**config.mk**
```make
export PLATFORM = sky130hd
export DESIGN_NAME = control_unit
export DESIGN_NICKNAME = d
export VERILOG_FILES = /design/src/hw/synth_pkg.sv /design/src/hw/control_unit.sv
export SDC_FILE = /design/constraint.sdc
export NUM_CORES = 1
export LEC_CHECK = 0
export BUFFER_PORTS_ARGS = -buffer_cell sky130_fd_sc_hd__buf_2
export CORE_ASPECT_RATIO = 1.25
export CORE_UTILIZATION = 55
export CTS_BUF_LIST = sky130_fd_sc_hd__clkbuf_4
export DETAILED_ROUTE_END_ITERATION = 8
export PLACE_DENSITY = 0.86
export SYNTH_ARGS = -nofsm -noshare
export SYNTH_HDL_FRONTEND = slang
export SYNTH_SLANG_ARGS = --single-unit
```
**constraint.sdc**
```tcl
create_clock -name clk -period 3.83 [get_ports clk]
set_clock_uncertainty 0.15 [all_clocks]
set_input_delay 0.766 -clock clk [delete_from_list [all_inputs] [get_ports clk]]
set_output_delay 0.766 -clock clk [all_outputs]
set_load 0.01 [all_outputs]
```
**src/hw/synth_pkg.sv**
```systemverilog
`default_nettype none

package synth_pkg;

    // Audio and control word types
    typedef logic signed [23:0] sample_t;   // Signed audio sample
    typedef logic [23:0]        phase_t;    // Phase and frequency increment
    typedef logic [15:0]        amp_t;      // All ones is full scale
    typedef logic [7:0]         volume_t;   // 255 is close to unity
    typedef logic [31:0]        cmd_t;      // SPI command word

    // Waveform selection per oscillator
    typedef enum logic [1:0] {
        SQUARE,
        SAW,
        TRIANGLE,
        SINE
    } shape_t;

    // Command target, bits 31:30 of a command word
    typedef enum logic [1:0] {
        FREQ,
        AMP,
        SHAPE,
        VOLUME
    } field_t;

    typedef enum logic {
        IDLE,   // Waiting for the first mixed sample
        SHIFT   // Clocking out frames
    } i2s_state_t;

    localparam int N_OSC      = 2;
    localparam int SAMPLE_DIV = 384;        // Clocks per sample
    localparam int BIT_DIV    = 8;          // Clocks per I2S bit strobe
    localparam int SAMPLE_MAX = 8388607;

    // Voice sum width, one growth bit per doubling of voices
    localparam int SUM_W = 24 + $clog2(N_OSC);

endpackage

`default_nettype wire

```
**src/hw/control_unit.sv**
```systemverilog
`timescale 1ns/10ps
`default_nettype none

module control_unit (
    input  logic                        clk,
    input  logic                        reset,
    input  synth_pkg::cmd_t             word,
    input  logic                        word_valid,
    output synth_pkg::phase_t           freq [synth_pkg::N_OSC],
    output synth_pkg::amp_t             amp [synth_pkg::N_OSC],
    output synth_pkg::shape_t           shape [synth_pkg::N_OSC],
    output synth_pkg::volume_t          volume,
    output logic [synth_pkg::N_OSC-1:0] phase_clear
);
    import synth_pkg::*;

    field_t field;
    logic   idx;

    // Target and oscillator select
    assign field = field_t'(word[31:30]);
    assign idx   = word[29];

    always_ff @(posedge clk) begin
        if (reset) begin
            for (int i = 0; i < N_OSC; i++) begin
                freq[i]  <= '0;
                amp[i]   <= '0;
                shape[i] <= SQUARE;
            end
            volume      <= '0;
            phase_clear <= '0;
        end else begin
            phase_clear <= '0;
            if (word_valid) begin
                case (field)
                    FREQ: begin
                        freq[idx]        <= word[23:0];
                        phase_clear[idx] <= 1'b1;   // Restart from phase zero
                    end
                    AMP:    amp[idx]   <= word[15:0];
                    SHAPE:  shape[idx] <= shape_t'(word[1:0]);
                    VOLUME: volume     <= word[7:0];   // Shared by all voices
                endcase
            end
        end
    end

endmodule

`default_nettype wire

```
# Word level (Yosys, flattened, before mapping)
# Cells that the tools add are included.
[word_totals]
register_bits = 94
elab_cells = 37
[op_classes]
magnitude_cmp = 4
eq_ne = 3
muxes = 11
bitwise = 3
n_reduce_logical = 8
[op_table]
columns = ["cell", "count"]
rows = [
  ["bitwise mux 48 bit", 1],
  ["bitwise mux 32 bit", 1],
  ["demux 24 bit (select 1 bit)", 1],
  ["two-way mux 24 bit", 1],
  ["demux 16 bit (select 1 bit)", 1],
  ["two-way mux 16 bit", 1],
  ["AND reduction 2 bit", 4],
  ["bitwise mux 4 bit", 1],
  ["equality test 2 bit, second input constant", 2],
  ["OR reduction 3 bit", 1],
  ["demux 2 bit (select 1 bit)", 1],
  ["equality test 2 x 1 -> 1 bit, second input constant", 1],
  ["greater-or-equal comparator 2 bit, second input constant", 1],
  ["logical AND 1 bit", 2],
  ["logical NOT 2 bit", 1],
  ["< comparator 1 x 2 -> 1 bit, second input constant", 1],
  ["< comparator 2 x 1 -> 1 bit, second input constant", 1],
  ["two-way mux 2 bit", 1],
  ["inverter 1 bit", 2],
  ["inverter 1 -> 2 bit", 1],
  ["demux 1 bit (select 1 bit)", 1],
  ["greater-or-equal comparator 1 bit, second input constant", 1],
  ["two-way mux 1 bit", 1],
]

# Longest topological paths before layout
# Gate-level depths: netlist of the first run.
[depth]
word_depth = 6
ltp_mapped = 5
depth_no_buf = 2

# Least setup slack after synthesis of the first run
# No wires, ideal clock.
[synth_timing]
kind = "in2reg"
from = "in word[30]"
to = "reg freq[25] in the netlist's numbering"
setup_time_ps = 125
arrival_time_ps = 1756
setup_slack_ps = 1798
stages = 5
path_cell_list = "buf_6 > or4b_1 > buf_2 > buf_6 > mux2i_1"
[synth_between]
elab_chain_cells = 2
[synth_rtl]
columns = ["element", "line", "rtl"]
rows = [
  ["start, declared", "control_unit.sv:7", "input synth_pkg::cmd_t word,"],
  ["logical NOT 2 bit", "control_unit.sv:36", "case (field)"],
  ["AND reduction 2 bit (no line)", "n/a", ""],
  ["end signal, assigned by index", "control_unit.sv:38", "freq[idx] <= word[23:0];"],
  ["end, declared", "control_unit.sv:9", "output synth_pkg::phase_t freq [synth_pkg::N_OSC],"],
]
# Every way passes these cells.
# A chain may end at the register's enable or synchronous reset.

# Worst setup path in the final report of the first run
[layout_timing]
from = "in word[29]"
to = "reg freq[41] in the netlist's numbering"
[layout_between]
elab_chain_cells = 6
word_cells_on_any_way = 7
classes_between = "order compare: 2; mux: 3; bitwise: 1; reduce/logical: 1"
[layout_rtl]
columns = ["element", "line"]
rows = [
  ["inverter 1 -> 2 bit (not written as such) (*)", "control_unit.sv:38"],
  ["greater-or-equal comparator 2 bit (not written as such) or < comparator 2 x 1 -> 1 bit (tied branches)", "control_unit.sv:38"],
  ["logical AND 1 bit (not written as such)", "control_unit.sv:38"],
  ["two-way mux 24 bit (not written as such)", "control_unit.sv:38"],
  ["demux 24 bit (select 1 bit) (*)", "control_unit.sv:38"],
  ["bitwise mux 48 bit (*)", "control_unit.sv:38"],
]
# Mark *: on every way between the ends. The rest lies on a longest branch, timed or not.

==> results of run 1 <==
[through the flow]
step	hold slack [ns]	area [µm²]	worst slack, ns	power [W]	instances
6_report	0.3284	4534	1.729	0.001627	544
5_1_grt	0.3453	4534	1.658	0.001703	544
4_1_cts	0.3303	4534	1.749	0.001648	544
3_5_place_dp	0.3068	4417	1.275	0.001184	528
3_3_place_gp	0.3063	4417	1.278	0.001180	528
2_1_floorplan	0.3426	3759	1.798	0.001130	339
[worst reg2reg max path, stage by stage, from the launching register on]
cell and delay, ns:
dfxtp_1 0.39, nand2b_1 0.06, mux2i_1 0.14
[power groups by stage]
stage | combinational (W) | clock, W | sequential (W)
floorplan | 0.0000861 | 0 | 0.00104
global placement | 0.000148 | 0 | 0.00103
detailed placement | 0.000151 | 0 | 0.00103
CTS | 0.000152 | 0.000485 | 0.00101
global route | 0.000163 | 0.000524 | 0.00102
finish | 0.000150 | 0.000465 | 0.00101
[final cells by class]
type / instances / area share (%)
sequential: 94 / 41.50
timing repair buffer: 128 / 14.68
multi-input combinational: 219 / 38.82
clock inverter: 5 / 0.7726
tap: 87 / 2.401
clock buffer: 11 / 1.821
[worst min path at each step]
| stage | from | to | slack (ns) | cells after the start |
|---|---|---|---|---|
| 2_1_floorplan | freq[0] | freq[0] | 0.34 | 2 |
| 3_3_place_gp | freq[17] | freq[17] | 0.31 | 2 |
| 3_5_place_dp | freq[17] | freq[17] | 0.31 | 2 |
| 4_1_cts | freq[45] | freq[45] | 0.33 | 2 |
| 5_1_grt | freq[16] | freq[16] | 0.35 | 2 |
| 6_report | freq[45] | freq[45] | 0.33 | 2 |
[sequential cells by signal, indices dropped and copies added, names as in the netlist]
| name | count |
|---|---|
| phase_clear | 2 |
| freq | 48 |
| volume | 8 |
| amp | 32 |
| shape | 4 |
[layout by cell type (no fill, tap or decap), drive strengths merged]
cell	synthesis	routed
buf	11	128
clkbuf	15	11
clkinv	0	1
clkinvlp	0	3
dfxtp	94	94
inv	0	1
mux2i	92	92
nand2b	116	116
nand3	1	1
nand4b	2	2
nand4bb	3	3
nor2	2	2
nor4b	1	1
nor4bb	1	1
or4b	1	1
[cell families (layout without fill, tap and decap cells)]
logic type	Yosys count	in the layout	synth area share, %
flops	94	94	50.07
simple gates	127	127	21.94
mux	92	92	24.50
buf+inv	26	144	3.495
[routing by layer]
layer / up-vias / wire (µm) / share of wire [%] / global-route usage, %
met5: - / 0 / 0 / 0
met4: 0 / 157 / 2.1 / 12.50
met3: 15 / 371 / 4.9 / 4.251
met2: 86 / 3678 / 49 / 36.97
met1: 1284 / 3309 / 44 / 25.41
li1: 1347 / - / - / -
==> flow_summary.yaml, run 1 <==
drt:
  drt_iter0_markers: 104
  routed_wl_um: 7515
  first_pass_iters: 4
  vias: 2732
  vias_per_cell: 5.022
  drc_errors: 0
  drtAntennaViolNets: 0
  post_drt_wl_per_cell_um: 13.81
synth:
  synth.distinct_cells: 14
  synthArstFlopShare_pct: 0
  ys_seq_elements: 94
  synth_top_area_share_pct: 50.07
  synth_cells: 339
  synthesis.area_um2: 3759
  synth_area_leader_cell: "dfxtp_1"
  synth_common_cells: "nand2b_1 (116), dfxtp_1 (94), mux2i_1 (92)"
  yosys-top-cells-area: "dfxtp_1 (50%), mux2i_1 (25%), nand2b_1 (19%), clkbuf_1 (1.4%), buf_2 (1.1%)"
  synth_nets: 374
  yosysWarnings: 0
  syn_area_per_cell_um2: 11.09
  synth_most_common_cell: "nand2b_1"
  ys_seq_area_share_pct: 50.07
  synth_edf_count: 0
  synthFlopType: "dfxtp_1"
timing:
  setup_viol: 0
  tightest_slew_ns: 0.8326
  setup_tns_ns: 0
  fin_crit_sh_pct: 54.85
  timing.final.hold_violations: 0
  fmax_mhz: 476.0
  fin_crit_ns: 2.101
  max_slew_margin_pct: 44.49
  rsz0062_at_grt: "false"
  slew_violations: 0
grt:
  grt_pass1_vias: 2610
  overflow: 0
  grt_pass1_wl_um: 12230
  grt_max_degree: 66
  grt_usage_pct: 21.59
  antenna_found_initial: 0
clock_tree:
  cts_root_buffer: "clkbuf_4"
  cts.sinks: 94
  cts.repair.resized: 0
  postCtsSetupBuffers: 0
  cts_tree: "built"
  clk_pin_slew_ns: 0.13
  postCtsHoldBufs: 0
  htreeDepth: 3
  numCtsBuffers: 9
  clock_path_buffers: 2
  clk_latency_ns: 0.43
placed_design:
  gp_congestion: 0.7340
  hpwl_um: 5191
  port_buffers: 123
die:
  core_um2: 6565
  die_w_um: 75.94
  placementRows: 33
  start_util_pct: 57.25
  die-area_um2: 7171
  io_pins: 129
  fp.dieH_um: 94.43
pwr:
  power_leakage_nw: 2.383
  p_clk_share_pct: 28.6
  power.density_nw_per_um2: 358.8
  p_sw_w: 0.0004046
  peakVddDrop_uv: 262.2
  p_int_w: 0.001222
  p_seq_share_pct: 62.2
  p_comb_share_pct: 9.2
  p_sw_share_pct: 24.87
critical_path:
  startpoint_type: "input port"
  crit_start: "word[29]"
  reg2reg_to: "freq[33]"
  cp.arrival_ns: 2.26
  worstSetupEndpointType: "flip-flop"
  r2r-start: "freq[33]"
  rrSetupSlack_ns: 3.03
  critPathBufInv: 2
  critical_path.max_fanout: 11
  worstPathCellList: "buf_2, or4b_1, buf_4, mux2i_1"
  crit_type: "in2reg"
  crit_family: "simple AND/OR/NAND/NOR gates"
  r2r_cells: 2
  crit_required_ns: 3.99
  slowest_delay_ns: 0.87
  path_depth: 4
  cp-endpoint: "freq[41]"
  cp_slowest_cell: "or4b_1"
layout:
  nNetsFinal: 487
  drive_gt1_share_pct: 31.73
  fillCellCount: 521
  syn_to_final_growth_pct: 20.64
  ff_latch_area_um2: 1882
  diodes: 0
  final_core_util_pct: 69.07
  multi_input_area_um2: 1760
hold_path:
  hp-class: "reg2reg"
flow_run:
  maxCapViolCount: 0
run_status:
  outcome: "complete, no violations"
No activity file was read; power rests on OpenSTA's default activity.
==> inputs of run 2 (changes only) <==
- CORE_UTILIZATION: 55 -> 47
- PLACE_DENSITY: 0.86 -> 0.78
- clock period: 3.83 -> 1.9 ns (I/O delays scaled with it)
==> run 2 against run 1 <==
Net effect: clock power grew to 2.6 times the previous value; die area grew 17%; combinational power grew 110%; core utilization shrank 9.3 points; first-iteration DRC count shrank 32%; register-to-register slack lost 1.9 ns; critical path type is now reg2out; critical endpoint is now amp[31]; largest cell class unchanged; largest power group unchanged.
==> flow_summary.yaml, run 2 (synthesized netlist as in run 1, its figures left out) <==
grt:
  grt_pass1_wl_um: 12480
  antenna_found_initial: 0
  overflow: 0
  grt_usage_pct: 19.90
  grt_pass1_vias: 2592
  grt_max_degree: 66
layout:
  final_common_cell: "buf_2"
  fillCellCount: 688
  largestRegisters: "freq: 48 flops, amp: 32 flops, volume: 8 flops"
  regMostFlops: "freq"
  ff_latch_area_um2: 1882
  final_core_util_pct: 59.81
  syn_to_final_growth_pct: 24.00
  largest_reg_flops: 48
  most-common-layout-cells: "buf_2 (123), nand2b_1 (116), dfxtp_1 (94)"
  nNetsFinal: 494
  multi_input_area_um2: 1760
  diodes: 0
  drive_gt1_share_pct: 32.76
clock_tree:
  postCtsSetupBuffers: 0
  clk_pin_slew_ns: 0.13
  cts.repair.resized: 0
  clock_path_buffers: 2
  htreeDepth: 3
  cts_root_buffer: "clkbuf_4"
  clk_latency_ns: 0.42
  numCtsBuffers: 9
  postCtsHoldBufs: 0
  cts.sinks: 94
  cts_tree: "built"
drt:
  drtAntennaViolNets: 0
  first_pass_iters: 6
  drc_errors: 0
  routed_wl_um: 8073
  drt_iter0_markers: 71
  vias: 2770
  vias_per_cell: 4.955
  post_drt_wl_per_cell_um: 14.44
timing:
  setup_tns_ns: 0
  timing.final.hold_violations: 0
  setup_ws_ns: 0.4265
  setup_viol: 0
  whs_ns: 0.07426
  tightest_slew_ns: 0.3552
  fin_crit_ns: 1.473
  slew_violations: 0
  fmax_mhz: 678.7
  max_slew_margin_pct: 76.18
  fin_crit_sh_pct: 77.55
  rsz0062_at_grt: "false"
run_status:
  outcome: "complete, no violations"
die:
  io_pins: 129
  die_w_um: 81.99
  placementRows: 36
  start_util_pct: 48.23
  die-area_um2: 8361
  fp.dieH_um: 102.0
  core_um2: 7792
placed_design:
  pre_cts_ws_ns: 0.1603
  gp_congestion: 0.7224
  hpwl_um: 5610
  port_buffers: 123
pwr:
  peakVddDrop_uv: 423.6
  power.density_nw_per_um2: 760.0
  power_leakage_nw: 2.457
critical_path:
  cp.arrival_ns: 0.94
  crit_type: "reg2out"
  cp_slowest_cell: "dfxtp_1"
  worstSetupEndpointType: "primary output"
  slowest_delay_ns: 0.37
  crit_required_ns: 1.37
  rrSetupSlack_ns: 1.11
  critical_path.max_fanout: 2
  critPathBufInv: 1
  crit_family: "flip-flops"
  worstPathCellList: "buf_2"
  startpoint_type: "flip-flop"
hold_path:
  hp-class: "in2reg"
flow_run:
  maxCapViolCount: 0
## run 2: worst reg2reg max path, delay by kind of cell, from the launching register on
| kind | cells | cell delay [ns] |
|---|---|---|
| DFF | 1 | 0.36 |
| muxes | 1 | 0.15 |
| and+or+nand+nor | 1 | 0.07 |
## run 2: metal layers
metal / vias up / share of wire (%) / global-route usage (%)
met5: - / 0 / 0
met4: 0 / 1.9 / 9.717
met2: 76 / 49 / 32.99
met3: 13 / 4.8 / 4.554
met1: 1322 / 44 / 23.98
li1: 1359 / - / -
## run 2: path summary, 6_finish.rpt
kind                               start       end  cells after the start
worst max-delay path             amp[31]   amp[31]                      1
worst min-delay path            word[20]  freq[44]                      3
worst max register to register   amp[18]   amp[18]                      2
worst min register to register  freq[37]  freq[37]                      2
## run 2: cell type report
type | count | share of cell area [%]
Clock inverter | 5 | 1.584
Timing Repair Buffer | 135 | 15.95
Multi-Input combinational cell | 219 | 37.77
Tap cell | 95 | 2.550
Clock buffer | 11 | 1.772
Sequential cell | 94 | 40.38
## run 2: through the flow
step,std cells,area [µm²],power [W]
finish,559,4661,0.003542
CTS,559,4661,0.003585
floorplan,339,3759,0.002277
global route,559,4661,0.003710
global placement,543,4504,0.002395
detailed placement,543,4504,0.002404
## run 2: power by group
part | internal (W) | switching, W
sequential | 0.00202 | 0.0000229
combinational | 0.000157 | 0.000160
clock | 0.000556 | 0.000629
==> inputs of run 3 (changes only) <==
- CORE_UTILIZATION: 47 -> 52
- PLACE_DENSITY: 0.78 -> 0.81
- clock period: 1.9 -> 1.5 ns (I/O delays scaled with it)
==> run 3 against run 2 <==
Net effect: routed wire length down 1.8%; critical path depth unchanged; non-clock buffer count up 14; design area up 2.9%; clock-buffer cell count down 1; sequential share of layout area down 1.1 points; combinational power up 38%; critical path type unchanged; register-to-register slack worse by 0.39 ns; largest power group unchanged; critical endpoint is now freq[9]; via count up 1.6%; sequential cell count unchanged; worst hold slack worse by 0.028 ns.
==> flow_summary.yaml, run 3 (synthesized netlist as in run 1, its figures left out) <==
die:
  placementRows: 34
  die_w_um: 78.04
  start_util_pct: 53.87
  core_um2: 6977
  die-area_um2: 7574
  io_pins: 129
  fp.dieH_um: 97.06
critical_path:
  critPathBufInv: 1
  crit_required_ns: 1.05
  r2r-start: "freq[3]"
  crit_family: "flip-flops"
  cp.arrival_ns: 0.95
  cp_slowest_cell: "dfxtp_1"
  crit_type: "reg2out"
  startpoint_type: "flip-flop"
  crit_start: "freq[9]"
  worstSetupEndpointType: "primary output"
  worstPathCellList: "buf_2"
  path_depth: 1
  critical_path.max_fanout: 2
  slowest_delay_ns: 0.38
  r2r_cells: 2
layout:
  diodes: 0
  ff_latch_area_um2: 1882
  final_common_cell: "buf_2"
  largest_reg_flops: 48
  syn_to_final_growth_pct: 27.63
  final_core_util_pct: 68.76
  most-common-layout-cells: "buf_2 (123), nand2b_1 (116), dfxtp_1 (94)"
  nNetsFinal: 508
  largestRegisters: "freq: 48 flops, amp: 32 flops, volume: 8 flops"
  fillCellCount: 551
  design_area_um2: 4797
  fin_cells: 567
  regMostFlops: "freq"
  drive_gt1_share_pct: 33.12
  multi_input_area_um2: 1760
drt:
  first_pass_iters: 4
  drc_errors: 0
  routed-wl-met2_um: 3923
  vias: 2813
  routed.top_layer: "met4"
  routed_wl_um: 7926
  post_drt_wl_per_cell_um: 13.98
  wl_met1_um: 3445
  drtAntennaViolNets: 0
  dr_wl_met3_um: 419
  drt_iter0_markers: 96
  vias_per_cell: 4.961
grt:
  grt_max_degree: 61
  overflow: 0
  grt_pass1_wl_um: 12800
  antenna_found_initial: 0
  grt_usage_pct: 21.60
  grt_pass1_vias: 2771
timing:
  tightest_slew_ns: 0.3041
  fmax_mhz: 713.7
  slew_violations: 0
  rsz0062_at_grt: "false"
  timing.final.hold_violations: 0
  fin_crit_sh_pct: 93.42
  max_slew_margin_pct: 79.73
  fin_crit_ns: 1.401
  setup_viol: 0
run_status:
  outcome: "complete, no violations"
placed_design:
  dp_cells: 544
  port_buffers: 123
  dpl-instance-area_um2: 4581
  hpwl_um: 5432
  gp_congestion: 0.7915
hold_path:
  hp-class: "in2reg"
  holdCritStartpoint: "word[9]"
  min_path_cells: 3
pwr:
  power.density_nw_per_um2: 908.8
  peakVddDrop_uv: 552.2
  power_leakage_nw: 2.510
clock_tree:
  clock_path_buffers: 2
  numCtsBuffers: 9
  clk_latency_ns: 0.42
  cts.repair.resized: 0
  htreeDepth: 3
  cts_root_buffer: "clkbuf_4"
  cts_tree: "built"
  clk_pin_slew_ns: 0.16
  cts.sinks: 94
flow_run:
  maxCapViolCount: 0
[run 3: changes by cell type in the layout (fill, tap and decap cells not counted), sizes merged]
| cell | change |
|---|---|
| buf | +6 |
| bufinv | -1 |
| clkbuf | -1 |
| clkinv | -2 |
| clkinvlp | +3 |
| dlygate4sd3 | +8 |
[run 3: path summary, 6_finish.rpt]
| kind | slack (ns) | to |
|---|---|---|
| worst max-delay path | 0.1 | freq[9] |
| worst min-delay path | 0.05 | amp[9] |
| worst max register to register | 0.72 | freq[3] |
| worst min register to register | 0.33 | amp[31] |
[run 3: final cells by class]
cell class | count | share of cell area [%]
Clock buffer | 10 | 1.565
Timing Repair Buffer | 149 | 18.88
Multi-Input combinational cell | 219 | 36.70
Clock inverter | 5 | 1.278
Tap cell | 90 | 2.347
Sequential cell | 94 | 39.23
[run 3: what timing repair did]
action / CTS / global route
buffers inserted: 0 / 0
hold buffers: 8 / 0
endpoints found under the hold margin: 15 / 0
[run 3: metal layers]
| metal | GRT usage (%) | up-vias |
|---|---|---|
| met1 | 25.56 | 1324 |
| li1 | - | 1392 |
| met2 | 36.57 | 87 |
| met5 | 0 | - |
| met3 | 5.446 | 10 |
| met4 | 9.402 | 0 |
[run 3: through the flow]
stage / setup slack [ns] / total power (W) / setup TNS (ns) / hold slack (ns)
floorplan: -0.06348 / 0.002886 / -1.104 / 0.3259
global placement: -0.1113 / 0.003051 / -2.823 / 0.3062
detailed placement: -0.1278 / 0.003061 / -3.394 / 0.3108
CTS: 0.07528 / 0.004400 / 0 / 0.01818
global route: 0.03219 / 0.004528 / 0 / 0.03730
finish: 0.09877 / 0.004360 / 0 / 0.04638
[run 3: tightest hold or removal path, cell delays in order]
cell and delay (ns):
buf_2 0.10, nand2b_1 0.12, mux2i_1 0.08
[run 3: report_power, final]
group	switching, W	leakage [nW]	internal, W
registers	0.0000278	0.761	0.00255
logic	0.000209	1.68	0.000231
clock network	0.000817	0.0647	0.000521
